`config.mk`:
```
export PLATFORM = sky130hd
export DESIGN_NAME = console_buffer
export DESIGN_NICKNAME = d
export VERILOG_FILES = /design/src/source/console_code_pkg.sv /design/src/source/console_geom_pkg.sv /design/src/source/console_buffer.sv /design/src/source/frame_reader.sv /design/src/source/char_ram.sv /design/src/source/cursor_writer.sv /design/src/source/char_decoder.sv
export SDC_FILE = /design/constraint.sdc
export NUM_CORES = 2
export LEC_CHECK = 0
export ABC_CLOCK_PERIOD_IN_PS = 6200
export BUFFER_PORTS_ARGS = -buffer_cell sky130_fd_sc_hd__buf_2
export CAP_MARGIN = 40
export CORE_MARGIN = 1.5
export CORE_UTILIZATION = 49
export DETAILED_ROUTE_END_ITERATION = 16
export PLACE_DENSITY = 0.74
export SLEW_MARGIN = 10
export SYNTH_ARGS = -nofsm -noshare
export SYNTH_HDL_FRONTEND = slang
export SYNTH_SLANG_ARGS = --single-unit
```
`constraint.sdc`:
```
create_clock -name clk -period 6.2 [get_ports clk]
set_clock_uncertainty 0.1 [all_clocks]
set_input_delay 0.31 -clock clk [delete_from_list [all_inputs] [get_ports clk]]
set_output_delay 0.31 -clock clk [all_outputs]
set_load 0.03 [all_outputs]
```
`src/source/console_code_pkg.sv`:
```
// Character codes and the write command passed from the input decoder to the cursor writer
package console_code_pkg;

  // Control codes that the console acts on
  localparam logic [7:0] BS_CODE    = 8'h08;  // Backspace
  localparam logic [7:0] HT_CODE    = 8'h09;  // Horizontal tab
  localparam logic [7:0] LF_CODE    = 8'h0A;  // Line feed
  localparam logic [7:0] CR_CODE    = 8'h0D;  // Carriage return
  localparam logic [7:0] DEL_CODE   = 8'h7F;  // Also treated as control

  localparam logic [7:0] CTRL_LIMIT = 8'd32;  // Codes below are controls
  localparam logic [7:0] BLANK_CHAR = 8'h00;  // Fill value for cleared cells

  // What the writer does with a command
  typedef enum logic [2:0] {
    op_print,
    op_backspace,
    op_newline,    // CR and LF alike
    op_tab
  } write_op_e;

  // One accepted character
  typedef struct packed {
    write_op_e  op;
    logic [7:0] ch;
  } write_cmd_t;

endpackage

```
`src/source/console_geom_pkg.sv`:
```
// Screen, ring buffer and address definitions shared by the console buffer writer, reader and memory
package console_geom_pkg;

  // Visible screen
  localparam int LINE_WIDTH   = 16;  // Characters per text line
  localparam int SCREEN_LINES = 4;   // Text lines shown per frame
  localparam int FONT_ROWS    = 2;   // Each line is sent once per pixel row

  // Ring memory
  localparam int BUF_LINES    = 16;
  localparam int COL_BITS     = 4;
  localparam int LINE_BITS    = 4;
  localparam int ADDR_BITS    = 8;   // LINE_BITS + COL_BITS

  localparam int MAX_TAB      = 7;   // Largest blank count for one tab

  typedef logic [LINE_BITS-1:0] line_idx_t;  // Line in the ring
  typedef logic [COL_BITS-1:0]  col_idx_t;   // Column within a line

  // Line in the upper bits, column in the lower bits
  typedef struct packed {
    line_idx_t line;
    col_idx_t  col;
  } line_col_t;

  // Same word seen by the memory as a flat address
  typedef union packed {
    logic [ADDR_BITS-1:0] flat;
    line_col_t            lc;
  } buf_addr_u;

endpackage
```
`src/source/console_buffer.sv`:
```
// Top of the text console character buffer, joins the decoder, cursor writer, memory and frame reader
`timescale 1ns/1ns

module console_buffer (
  input  logic       clk,
  input  logic       rst,
  input  logic       i_char_stb,
  input  logic [7:0] i_char,
  input  logic       i_alt_func_en,
  input  logic [2:0] i_tab_count,
  input  logic       i_clear_screen_stb,
  output logic       o_wr_char_rdy,
  input  logic       i_read_frame_stb,
  input  logic       i_char_req_en,
  output logic       o_char_rdy,
  output logic [7:0] o_char
);

  logic                         cmd_valid;
  console_code_pkg::write_cmd_t cmd;
  logic                         writer_busy;
  logic                         reader_busy;
  logic                         we;
  console_geom_pkg::buf_addr_u  wr_addr;
  logic [7:0]                   wr_data;
  console_geom_pkg::buf_addr_u  rd_addr;
  console_geom_pkg::line_idx_t  top_line;  // First ring line of the frame

  char_decoder u_char_decoder (
    .clk(clk), .rst(rst),
    .i_char_stb(i_char_stb), .i_char(i_char), .i_alt_func_en(i_alt_func_en),
    .i_busy(writer_busy),
    .o_cmd_valid(cmd_valid), .o_cmd(cmd), .o_wr_char_rdy(o_wr_char_rdy)
  );

  cursor_writer u_cursor_writer (
    .clk(clk), .rst(rst),
    .i_cmd_valid(cmd_valid), .i_cmd(cmd), .i_tab_count(i_tab_count),
    .i_clear_screen_stb(i_clear_screen_stb), .i_reader_busy(reader_busy),
    .o_busy(writer_busy), .o_we(we), .o_wr_addr(wr_addr), .o_wr_data(wr_data),
    .o_top_line(top_line)
  );

  char_ram u_char_ram (
    .clk(clk), .i_we(we), .i_wr_addr(wr_addr), .i_wr_data(wr_data),
    .i_rd_addr(rd_addr), .o_rd_data(o_char)
  );

  frame_reader u_frame_reader (
    .clk(clk), .rst(rst),
    .i_read_frame_stb(i_read_frame_stb), .i_char_req_en(i_char_req_en),
    .i_writer_busy(writer_busy), .i_top_line(top_line),
    .o_busy(reader_busy), .o_rd_addr(rd_addr), .o_char_rdy(o_char_rdy)
  );

endmodule

```
`src/source/frame_reader.sv`:
```
// Output side of the console buffer, scans one frame from the ring with each line repeated per font row
`timescale 1ns/1ns

module frame_reader (
  input  logic                        clk,
  input  logic                        rst,
  input  logic                        i_read_frame_stb,
  input  logic                        i_char_req_en,  // Low pauses the scan
  input  logic                        i_writer_busy,
  input  console_geom_pkg::line_idx_t i_top_line,
  output logic                        o_busy,
  output console_geom_pkg::buf_addr_u o_rd_addr,
  output logic                        o_char_rdy
);

  typedef enum logic [2:0] {
    rd_idle,
    rd_wait_writer,
    rd_setup,
    rd_request,
    rd_delay
  } rd_state_e;

  rd_state_e                   state;
  console_geom_pkg::col_idx_t  col;
  logic [$clog2(console_geom_pkg::FONT_ROWS)-1:0]    font_row;
  logic [$clog2(console_geom_pkg::SCREEN_LINES)-1:0] scr_line;  // Offset from top line
  logic                        last_char;
  logic                        req_hit;
  logic                        rdy_d1;  // Matches the memory read latency
  console_geom_pkg::buf_addr_u rd_addr;

  assign req_hit   = (state == rd_request) && i_char_req_en;
  assign o_busy    = (state == rd_setup) || (state == rd_request) || (state == rd_delay);
  assign o_rd_addr = rd_addr;

  always_ff @(posedge clk) begin
    if (rst) begin
      state      <= rd_idle;
      col        <= '0;
      font_row   <= '0;
      scr_line   <= '0;
      last_char  <= 1'b0;
      rdy_d1     <= 1'b0;
      o_char_rdy <= 1'b0;
    end else begin
      rdy_d1     <= req_hit;
      o_char_rdy <= rdy_d1;
      case (state)
        rd_wait_writer: begin
          if (!i_writer_busy) begin  // Frame starts from a quiet memory
            col       <= '0;
            font_row  <= '0;
            scr_line  <= '0;
            last_char <= 1'b0;
            state     <= rd_setup;
          end
        end
        rd_setup: state <= rd_request;
        rd_request: begin
          if (i_char_req_en) begin
            col <= col + 1'b1;
            if (col == console_geom_pkg::LINE_WIDTH - 1) begin
              if (font_row == console_geom_pkg::FONT_ROWS - 1) begin
                font_row  <= '0;
                scr_line  <= scr_line + 1'b1;
                last_char <= (scr_line == console_geom_pkg::SCREEN_LINES - 1);
              end else begin
                font_row  <= font_row + 1'b1;  // Same line again
              end
            end
            state <= rd_delay;
          end
        end
        rd_delay: state <= last_char ? rd_idle : rd_request;
        default:  state <= rd_idle;
      endcase
      if (i_read_frame_stb) begin
        state <= rd_wait_writer;  // Restart from the top
      end
    end
  end

  // Address of the requested character
  always_ff @(posedge clk) begin
    if (req_hit) begin
      rd_addr.lc.line <= i_top_line + console_geom_pkg::line_idx_t'(scr_line);
      rd_addr.lc.col  <= col;
    end
  end

  a_rdy_single: assert property (@(posedge clk) disable iff (rst) o_char_rdy |=> !o_char_rdy);

endmodule

```
`src/source/char_ram.sv`:
```
// Character store of the console buffer, one write port and one registered read port
`timescale 1ns/1ns

module char_ram (
  input  logic                        clk,
  input  logic                        i_we,
  input  console_geom_pkg::buf_addr_u i_wr_addr,
  input  logic [7:0]                  i_wr_data,
  input  console_geom_pkg::buf_addr_u i_rd_addr,
  output logic [7:0]                  o_rd_data
);

  logic [7:0] mem [2**console_geom_pkg::ADDR_BITS];  // Whole line ring

  always_ff @(posedge clk) begin
    if (i_we) begin
      mem[i_wr_addr.flat] <= i_wr_data;
    end
  end

  // Data appears one cycle after the address
  always_ff @(posedge clk) begin
    o_rd_data <= mem[i_rd_addr.flat];
  end

endmodule

```
`src/source/cursor_writer.sv`:
```
// Processing part of the console buffer, runs the write FSM and tracks the frame top line
`timescale 1ns/1ns

module cursor_writer (
  input  logic                          clk,
  input  logic                          rst,
  input  logic                          i_cmd_valid,
  input  console_code_pkg::write_cmd_t  i_cmd,
  input  logic [2:0]                    i_tab_count,
  input  logic                          i_clear_screen_stb,
  input  logic                          i_reader_busy,
  output logic                          o_busy,
  output logic                          o_we,
  output console_geom_pkg::buf_addr_u   o_wr_addr,
  output logic [7:0]                    o_wr_data,
  output console_geom_pkg::line_idx_t   o_top_line
);

  typedef enum logic [2:0] {
    st_idle,
    st_print,
    st_backspace,
    st_pad_line,    // Blank the rest of the old line
    st_clear_line,  // Blank the whole new line
    st_tab,
    st_clear_all
  } wr_state_e;

  wr_state_e                   state;
  console_geom_pkg::buf_addr_u cur;  // Cursor, also the clear-all counter
  logic [7:0]                  wr_ch;
  logic [$clog2(console_geom_pkg::MAX_TAB+1)-1:0]  tab_cnt;
  logic                        clear_req;
  logic [$clog2(console_geom_pkg::SCREEN_LINES)-1:0] lines_used;  // Saturates one short of a screen
  console_geom_pkg::line_idx_t top_line;
  logic                        col_last;
  logic                        new_line;

  assign col_last = (cur.lc.col == console_geom_pkg::LINE_WIDTH - 1);

  // Leaving the last column moves to the next ring line
  assign new_line = col_last && ((state == st_print) || (state == st_pad_line) ||
                                 ((state == st_tab) && (tab_cnt != '0)));

  // A pending clear counts as busy unless a command is being taken this cycle
  assign o_busy     = (state != st_idle) || (clear_req && !i_cmd_valid);
  assign o_we       = (state == st_print) || (state == st_backspace) || (state == st_pad_line) ||
                      (state == st_clear_line) || (state == st_clear_all) ||
                      ((state == st_tab) && (tab_cnt != '0));
  assign o_wr_addr  = cur;
  assign o_wr_data  = (state == st_print) ? wr_ch : console_code_pkg::BLANK_CHAR;
  assign o_top_line = top_line;

  always_ff @(posedge clk) begin
    if (rst) begin
      state     <= st_clear_all;  // Memory is wiped after reset
      cur       <= '0;
      tab_cnt   <= '0;
      clear_req <= 1'b0;
    end else begin
      case (state)
        st_idle: begin
          if (i_cmd_valid) begin
            tab_cnt <= i_tab_count;
            case (i_cmd.op)
              console_code_pkg::op_print:   state <= st_print;
              console_code_pkg::op_backspace: begin
                if (cur.lc.col != '0) begin
                  cur.lc.col <= cur.lc.col - 1'b1;  // Step back, then erase there
                end
                state <= st_backspace;
              end
              console_code_pkg::op_newline: state <= st_pad_line;
              console_code_pkg::op_tab:     state <= st_tab;
              default:                      state <= st_idle;
            endcase
          end else if (clear_req && !i_reader_busy) begin
            clear_req <= 1'b0;
            cur       <= '0;
            state     <= st_clear_all;
          end
        end
        st_print: begin
          cur.lc.col <= cur.lc.col + 1'b1;
          state      <= st_idle;
        end
        st_backspace:  state <= st_idle;
        st_pad_line:   cur.lc.col <= cur.lc.col + 1'b1;  // Ends through new_line
        st_clear_line: begin
          cur.lc.col <= cur.lc.col + 1'b1;  // Wraps back to column 0
          if (col_last) begin
            state <= st_idle;
          end
        end
        st_tab: begin
          if (tab_cnt == '0) begin
            state <= st_idle;
          end else begin
            tab_cnt    <= tab_cnt - 1'b1;
            cur.lc.col <= cur.lc.col + 1'b1;
          end
        end
        st_clear_all: begin
          cur.flat <= cur.flat + 1'b1;  // Ends back at home
          if ((cur.lc.line == console_geom_pkg::BUF_LINES - 1) && col_last) begin
            state <= st_idle;
          end
        end
        default: state <= st_idle;
      endcase

      // Remaining tab blanks are dropped at the line end
      if (new_line) begin
        cur.lc.line <= cur.lc.line + 1'b1;
        cur.lc.col  <= '0;
        state       <= st_clear_line;
      end

      if (i_clear_screen_stb) begin
        clear_req <= 1'b1;
      end
    end
  end

  always_ff @(posedge clk) begin
    if ((state == st_idle) && i_cmd_valid) begin
      wr_ch <= i_cmd.ch;
    end
  end

  // Frame top trails the cursor line once a full screen is in use
  always_ff @(posedge clk) begin
    if (rst || (state == st_clear_all)) begin
      lines_used <= '0;
      top_line   <= '0;
    end else if (new_line) begin
      if (lines_used == console_geom_pkg::SCREEN_LINES - 1) begin
        top_line <= top_line + 1'b1;
      end else begin
        lines_used <= lines_used + 1'b1;
      end
    end
  end

  // Memory fill never runs under a frame scan
  a_clear_reader_idle: assert property (@(posedge clk) disable iff (rst)
    (state == st_clear_all) |-> !i_reader_busy);
  // Cursor line stays inside the frame below the top line
  a_cursor_on_screen: assert property (@(posedge clk) disable iff (rst)
    (state != st_clear_all) |->
      (console_geom_pkg::line_idx_t'(cur.lc.line - top_line) < console_geom_pkg::SCREEN_LINES));

endmodule

```
`src/source/char_decoder.sv`:
```
// Input side of the console buffer, turns a character strobe into a registered write command
`timescale 1ns/1ns

module char_decoder (
  input  logic                        clk,
  input  logic                        rst,
  input  logic                        i_char_stb,
  input  logic [7:0]                  i_char,
  input  logic                        i_alt_func_en,  // Store any code literally
  input  logic                        i_busy,         // Writer not ready
  output logic                        o_cmd_valid,
  output console_code_pkg::write_cmd_t o_cmd,
  output logic                        o_wr_char_rdy
);

  console_code_pkg::write_cmd_t dec_cmd;
  logic                         dec_keep;  // Code maps to a command
  logic                         accept;

  // Classify the incoming code
  always_comb begin
    dec_cmd.ch = i_char;
    dec_cmd.op = console_code_pkg::op_print;
    dec_keep   = 1'b1;
    if (!i_alt_func_en) begin
      case (i_char)
        console_code_pkg::BS_CODE: dec_cmd.op = console_code_pkg::op_backspace;
        console_code_pkg::HT_CODE: dec_cmd.op = console_code_pkg::op_tab;
        console_code_pkg::LF_CODE,
        console_code_pkg::CR_CODE: dec_cmd.op = console_code_pkg::op_newline;
        default: begin
          // Remaining controls are dropped
          if ((i_char < console_code_pkg::CTRL_LIMIT) || (i_char == console_code_pkg::DEL_CODE)) begin
            dec_keep = 1'b0;
          end
        end
      endcase
    end
  end

  assign o_wr_char_rdy = !i_busy && !o_cmd_valid;  // Low while a command is in flight
  assign accept        = i_char_stb && o_wr_char_rdy;

  always_ff @(posedge clk) begin
    if (rst) begin
      o_cmd_valid <= 1'b0;
    end else begin
      o_cmd_valid <= accept && dec_keep;  // One-cycle pulse
    end
  end

  always_ff @(posedge clk) begin
    if (accept) begin
      o_cmd <= dec_cmd;
    end
  end

  // Writer must be idle whenever a command is handed over
  a_cmd_not_busy: assert property (@(posedge clk) disable iff (rst) !(o_cmd_valid && i_busy));

endmodule

```
# --- Word level (Yosys, flattened, before mapping) ---
# Memories as Yosys holds them, arrays and structs flattened. A register that Yosys moved wholly into a read port is not among the register bits.
# Cells that the tools add are included.
op_classes:
  n_reduce_logical: 55
  n_lt_le_gt_ge: 1
  n_bitwise: 2
  eq_ne: 45
  add_sub_neg: 11
  muxes: 53
ops:
  columns: ["op", "count"]
  rows:
  - ["8-bit by 4-bit equality test with 1-bit output, second input constant", 4]
  - ["4-bit two-way mux", 7]
  - ["3-bit two-way mux", 9]
  - ["8-bit two-way mux", 3]
  - ["3-bit one-hot mux with 4 select lines", 2]
  - ["5-bit AND reduction", 4]
  - ["3-bit by 2-bit equality test with 1-bit output, second input constant", 6]
  - ["1-bit two-way mux", 17]
  - ["4-bit by 1-bit adder with 4-bit output, second input constant", 4]
  - ["2-bit != test, second input constant", 8]
  - ["4-bit one-hot mux with 2 select lines", 2]
  - ["4-bit one-hot mux with 4 select lines", 1]
  - ["3-bit by 2-bit != test with 1-bit output, second input constant", 5]
  - ["3-bit one-hot mux with 5 select lines", 1]
  - ["3-bit equality test, second input constant", 4]
  - ["4-bit equality test, second input constant", 3]
  - ["1-bit logical OR", 12]
  - ["2-bit two-way mux", 6]
  - ["3-bit AND reduction", 4]
  - ["1-bit logical AND", 10]
  - ["3-bit by 1-bit equality test with 1-bit output, second input constant", 3]
  - ["3-bit logical NOT", 3]
  - ["3-bit != test, second input constant", 3]
  - ["3-bit nonzero test", 3]
  - ["other kinds (25)", 43]
totals:
  memories: 1
  input_bits: 18
  register_bits: 62
  mem_bits_rw: 2048
memory_table:
  columns: ["memory", "depth", "width", "rd", "rd_clocked_by_memory_dff", "wr", "line_no", "text"]
  rows:
  - ["u_char_ram.mem", 256, 8, 1, 1, 1, "char_ram.sv:13", "logic [7:0] mem [2**console_geom_pkg::ADDR_BITS];"]

# --- Depth between registers and ports, before layout ---
depth:
  ltp_word: 9
  mapped_depth: 11
  ltp_nobuf: 8

# --- Hierarchy ---
# From an unflattened synthesis, not the netlist that was laid out.
hier_totals:
  cells_unflattened: 4047
  area_unflattened_um2: 82738.1
by_module_without_submodules:
  columns: ["mod", "instances", "area_each_um2", "seq_area_each_um2", "cells_per_inst"]
  rows:
  - ["char_ram", 1, 79556.3, 61659.1, 3733]
  - ["cursor_writer", 1, 1830.5, 660.6, 203]
  - ["frame_reader", 1, 914.6, 500.5, 82]
  - ["char_decoder", 1, 436.7, 320.3, 29]

# --- Least setup slack after synthesis ---
# Ideal clock, no wire load.
synth_path:
  kind: "flip-flop to flip-flop"
  start: "reg u_cursor_writer.state[0]"
  end: "mem u_char_ram.mem[0][0], data pin"
  setup_slack_ns: 0.859
  arrival_ns: 4.372
  path_stages_with_launch: 4
  path_buffers: 1
  period_less_slack_ns: 5.341
  setup_time_ns: 0.870
  path_cell_list: "dfxtp_1 > clkbuf_1 > nor3b_1 > and2_1"
synth_via:
  elab_chain_len: 2
synth_rtl:
  columns: ["element", "line_no", "text"]
  rows:
  - ["start, declared", "cursor_writer.sv:29", "wr_state_e state;"]
  - ["start signal, assigned", "cursor_writer.sv:56", "state <= st_clear_all;"]
  - ["start signal, assigned", "cursor_writer.sv:66", "console_code_pkg::op_print: state <= st_print;"]
  - ["start signal, assigned", "cursor_writer.sv:71", "state <= st_backspace;"]
  - ["3-bit by 1-bit equality test with 1-bit output", "cursor_writer.sv:51", "assign o_wr_data = (state == st_print) ? wr_ch : console_code_pkg::BLANK_CHAR;"]
  - ["8-bit two-way mux", "cursor_writer.sv:51", null]
  - ["named net u_char_ram.i_wr_data[0]", "char_ram.sv:8", "input logic [7:0] i_wr_data,"]
  - ["end, declared", "char_ram.sv:13", null]
# The timed path passes the listed nets, and every way through them passes these cells.

==> flow_metrics.tcl <==
set metrics [dict create \
    die-area_sq_mm 0.171 \
    cts_made_buffers 197 \
    grt_pass1_vias 41600 \
    cp_max_fo 41 \
    slew_headroom_pct 17.2 \
    ant_nets 0 \
    critPathSlowestCell "nor3_1" \
    cts.sinks 2117 \
    coreArea_sq_mm 0.167 \
    fp.dieH_um 413 \
    grt_max_degree 233 \
    htree_levels 4 \
    drt_pass1_iterations 6 \
    nNetsFinal 4242 \
    grt_pass1_wl_mm 285 \
    syn_to_final_growth_pct 11.4 \
    syn-instance-count 4053 \
    initial_core_util_pct 49.3 \
    swShare_pct 21.2 \
    routed_via_density 6.41 \
    switchingPower_uw 6090 \
    synthArstFlopShare_pct 0 \
    yosys_register_bits 2117 \
    ys.flop_type "edfxtp_1" \
    maxCapViolCount 0 \
    clkPwrFrac_pct 41.3 \
    remaining_drc_errors 0 \
    layout_min_cycle_time_ps 4120 \
    use_met1_pct 31.5 \
    antenna_found_initial 12 \
    slowest_delay_ps 700 \
    synth_area_sq_mm 0.0824 \
    cp.required_ps 6770 \
    synth_edf_count 2074 \
    status "complete, no violations" \
    final-setup-viol-count 0 \
    ys_top_cells_by_area "edfxtp_1 76%, mux4_2 12%, mux2i_1 1.6%, a22oi_1 1.5%, nor2_1 1.4%" \
    combPwrFrac_pct 3.6 \
    cts_tree "done" \
    p_leak_uw 0.0256 \
    ys_seq_area_share_pct 76.7 \
    grt-busiest-layer "met2" \
    drive_above_1_share_pct 21.2 \
    endpoint_kind "flop" \
    critical_path_arrival_ps 4690 \
    cts-root-buf "clkbuf_16" \
    startpoint_type "flop" \
    cts_setup_buffers 0 \
    grt.total_usage_pct 23.0 \
    yosysWarnings 0 \
    powerDensity_mw_per_mm2 312 \
    postRouteWirelength_mm 196 \
    routabilityCongestion 0.874 \
    yosys.area.top_type "edfxtp_1" \
    internal-power_uw 22600 \
    timing.setup.tns_ps 0 \
    grtUsageMet2_pct 35.9 \
    final.period_utilization_pct 66.5 \
    grt_overflow 0 \
    portBuffers 27 \
    hold_violations 0 \
    dr_total_vias 42100 \
    dp_hpwl_mm 115 \
    finalMaxSlewViolations 0 \
    synth.avg_cell_area_sq_um 20.3 \
    synth_nets 4091 \
    rrSetupSlack_ps 2080 \
    insertion_delay_ps 850 \
    clkSlewWorstSetupHoldPaths_ps 60 \
    ir_drop_mv 0.322 \
    worst_pin_slew_ps 1240 \
    p_seq_share_pct 55.1 \
    cp_num_buf_inv 2 \
    synth.distinct_cells 71 \
    avgRoutedWirePerCell_um 29.8 \
    fin_util_pct 54.9 \
    die_x_um 413 \
    synth_top_area_share_pct 75.6 \
    cts_buffer_depth 3 \
    hp-class "primary input to flop" \
    max_freq_mhz 242 \
    rows 150 \
    critical_path_class "flop to flop" \
    grt_setup_unrepaired "false" \
    critical-path-top-delay-family "compound AO/OA/AOI/OAI gates" \
    use_met3_pct 5.21 \
    pin_count 28 \
    worstPathCellList "buf_12, buf_4, mux4_2, a22o_1, a221oi_1, o32ai_1, nor3_1, nor4_1" \
    drt_iter0_markers 5810 \
]
## power groups by stage
stage	combinational, uW	clock, uW	sequential (uW)
global placement	941	0	16100
global route	1070	12500	15800
detailed placement	989	0	16100
finish	1040	11800	15800
CTS	1000	11900	15800
floorplan	513	0	16000
## what timing repair did
action                    CTS  global route
hold buffers               22             0
resized for setup           0             0
hold endpoints to repair   47             0
## per-layer routing
| layer | part of all wire (%) | wire length, um |
|---|---|---|
| met2 | 48 | 93300 |
| met3 | 11 | 21100 |
| met5 | 0.032 | 63 |
| met1 | 38 | 73800 |
| met4 | 4.0 | 7760 |
## layout make-up
class                      instances  area (sq um)
multi-input combinational       1671         17700
fill                           12100         75300
clock inverter                    97           937
antenna                            3          7.51
clock buffer                     262          5340
timing repair buffer             194          1800
sequential                      2117         63100
tap                             2204          2760
inverter                          23          86.3
## cells by family (layout without fill, tap and decap cells)
kind of cell | Yosys count | after routing | synth area share, %
compound gates | 493 | 493 | 4.10
xor+xnor | 11 | 11 | 0.117
fa+ha+maj | 20 | 20 | 0.313
buf+inv | 265 | 576 | 1.96
flops | 2117 | 2117 | 76.7
mux | 573 | 573 | 13.7
other cells | 0 | 3 | 0
simple gates | 574 | 574 | 3.15
## layout by cell type, fill, tap and decap left out, types with 10 or more instances in the layout
cell	n
a21oi_1	137
a221oi_1	17
a22o_1	12
a22oi_1	170
a31oi_1	13
buf_12	21
buf_2	31
buf_4	113
bufinv_16	14
clkbuf_1	52
clkbuf_16	200
clkbuf_8	10
clkinv_1	30
clkinv_2	31
dfxtp_1	43
dlygate4sd3_1	22
edfxtp_1	2074
ha_1	19
inv_1	22
mux2i_1	128
mux4_2	441
nand2_1	70
nand3_1	42
nand4_1	11
nor2_1	313
nor2b_1	12
nor3_1	21
nor4_1	33
o21ai_0	35
o221ai_1	38
o22ai_1	16
## flip-flops by register name, summed over array words and instances, names as in the netlist, 2 cells and up
name and cells:
u_char_ram.mem 2048, u_char_decoder.o_cmd 10, u_char_ram.o_rd_data 8, u_cursor_writer.o_wr_addr 8, u_cursor_writer.wr_ch 8, u_frame_reader.o_rd_addr 8, u_cursor_writer.o_top_line 4, u_frame_reader.col 4
u_cursor_writer.state 3, u_cursor_writer.tab_cnt 3, u_frame_reader.state 3, u_cursor_writer.lines_used 2, u_frame_reader.scr_line 2
## worst paths after layout
path,startpoint,end,depth (start not counted)
hold reg to reg,u_char_decoder.o_cmd[1],u_cursor_writer.wr_ch[1],0
setup / recovery,u_frame_reader.o_rd_addr[0],u_char_ram.o_rd_data[5],8
hold / removal,i_char[4],u_char_decoder.o_cmd[4],2
setup reg to reg,u_frame_reader.o_rd_addr[0],u_char_ram.o_rd_data[5],8
## synth_stat cells, drive strengths merged (7+ instances only)
| master | n |
|---|---|
| a221oi | 18 |
| nor3 | 21 |
| edfxtp | 2074 |
| nand4 | 11 |
| and2 | 13 |
| o22ai | 16 |
| or3 | 7 |
| nand3 | 42 |
| buf | 148 |
| o221ai | 38 |
| a31oi | 13 |
| dfxtp | 43 |
| and3 | 9 |
| clkbuf | 94 |
| a211oi | 9 |
| o21ai | 37 |
| a21oi | 137 |
| mux4 | 442 |
| nor4 | 33 |
| a22o | 12 |
| nor2b | 15 |
| nand2b | 9 |
| mux2i | 128 |
| o211ai | 8 |
| nand2 | 72 |
| ha | 19 |
| nor2 | 316 |
| inv | 23 |
| a22oi | 170 |
## through the flow
step / setup WS, ps / std cells / hold WS, ps / instance area (sq um) / power [uW]
final: 2080 / 6571 / 139 / 91700 / 28700
after global routing: 1970 / 6568 / 134 / 91700 / 29300
after CTS: 2050 / 6562 / 73.5 / 91600 / 28700
after detailed placement: 2080 / 6181 / 306 / 85100 / 17100
after global placement: 2080 / 6126 / 305 / 84700 / 17000
after floorplan: 859 / 4053 / 288 / 82400 / 16600
No activity file was read; power rests on OpenSTA's default activity.
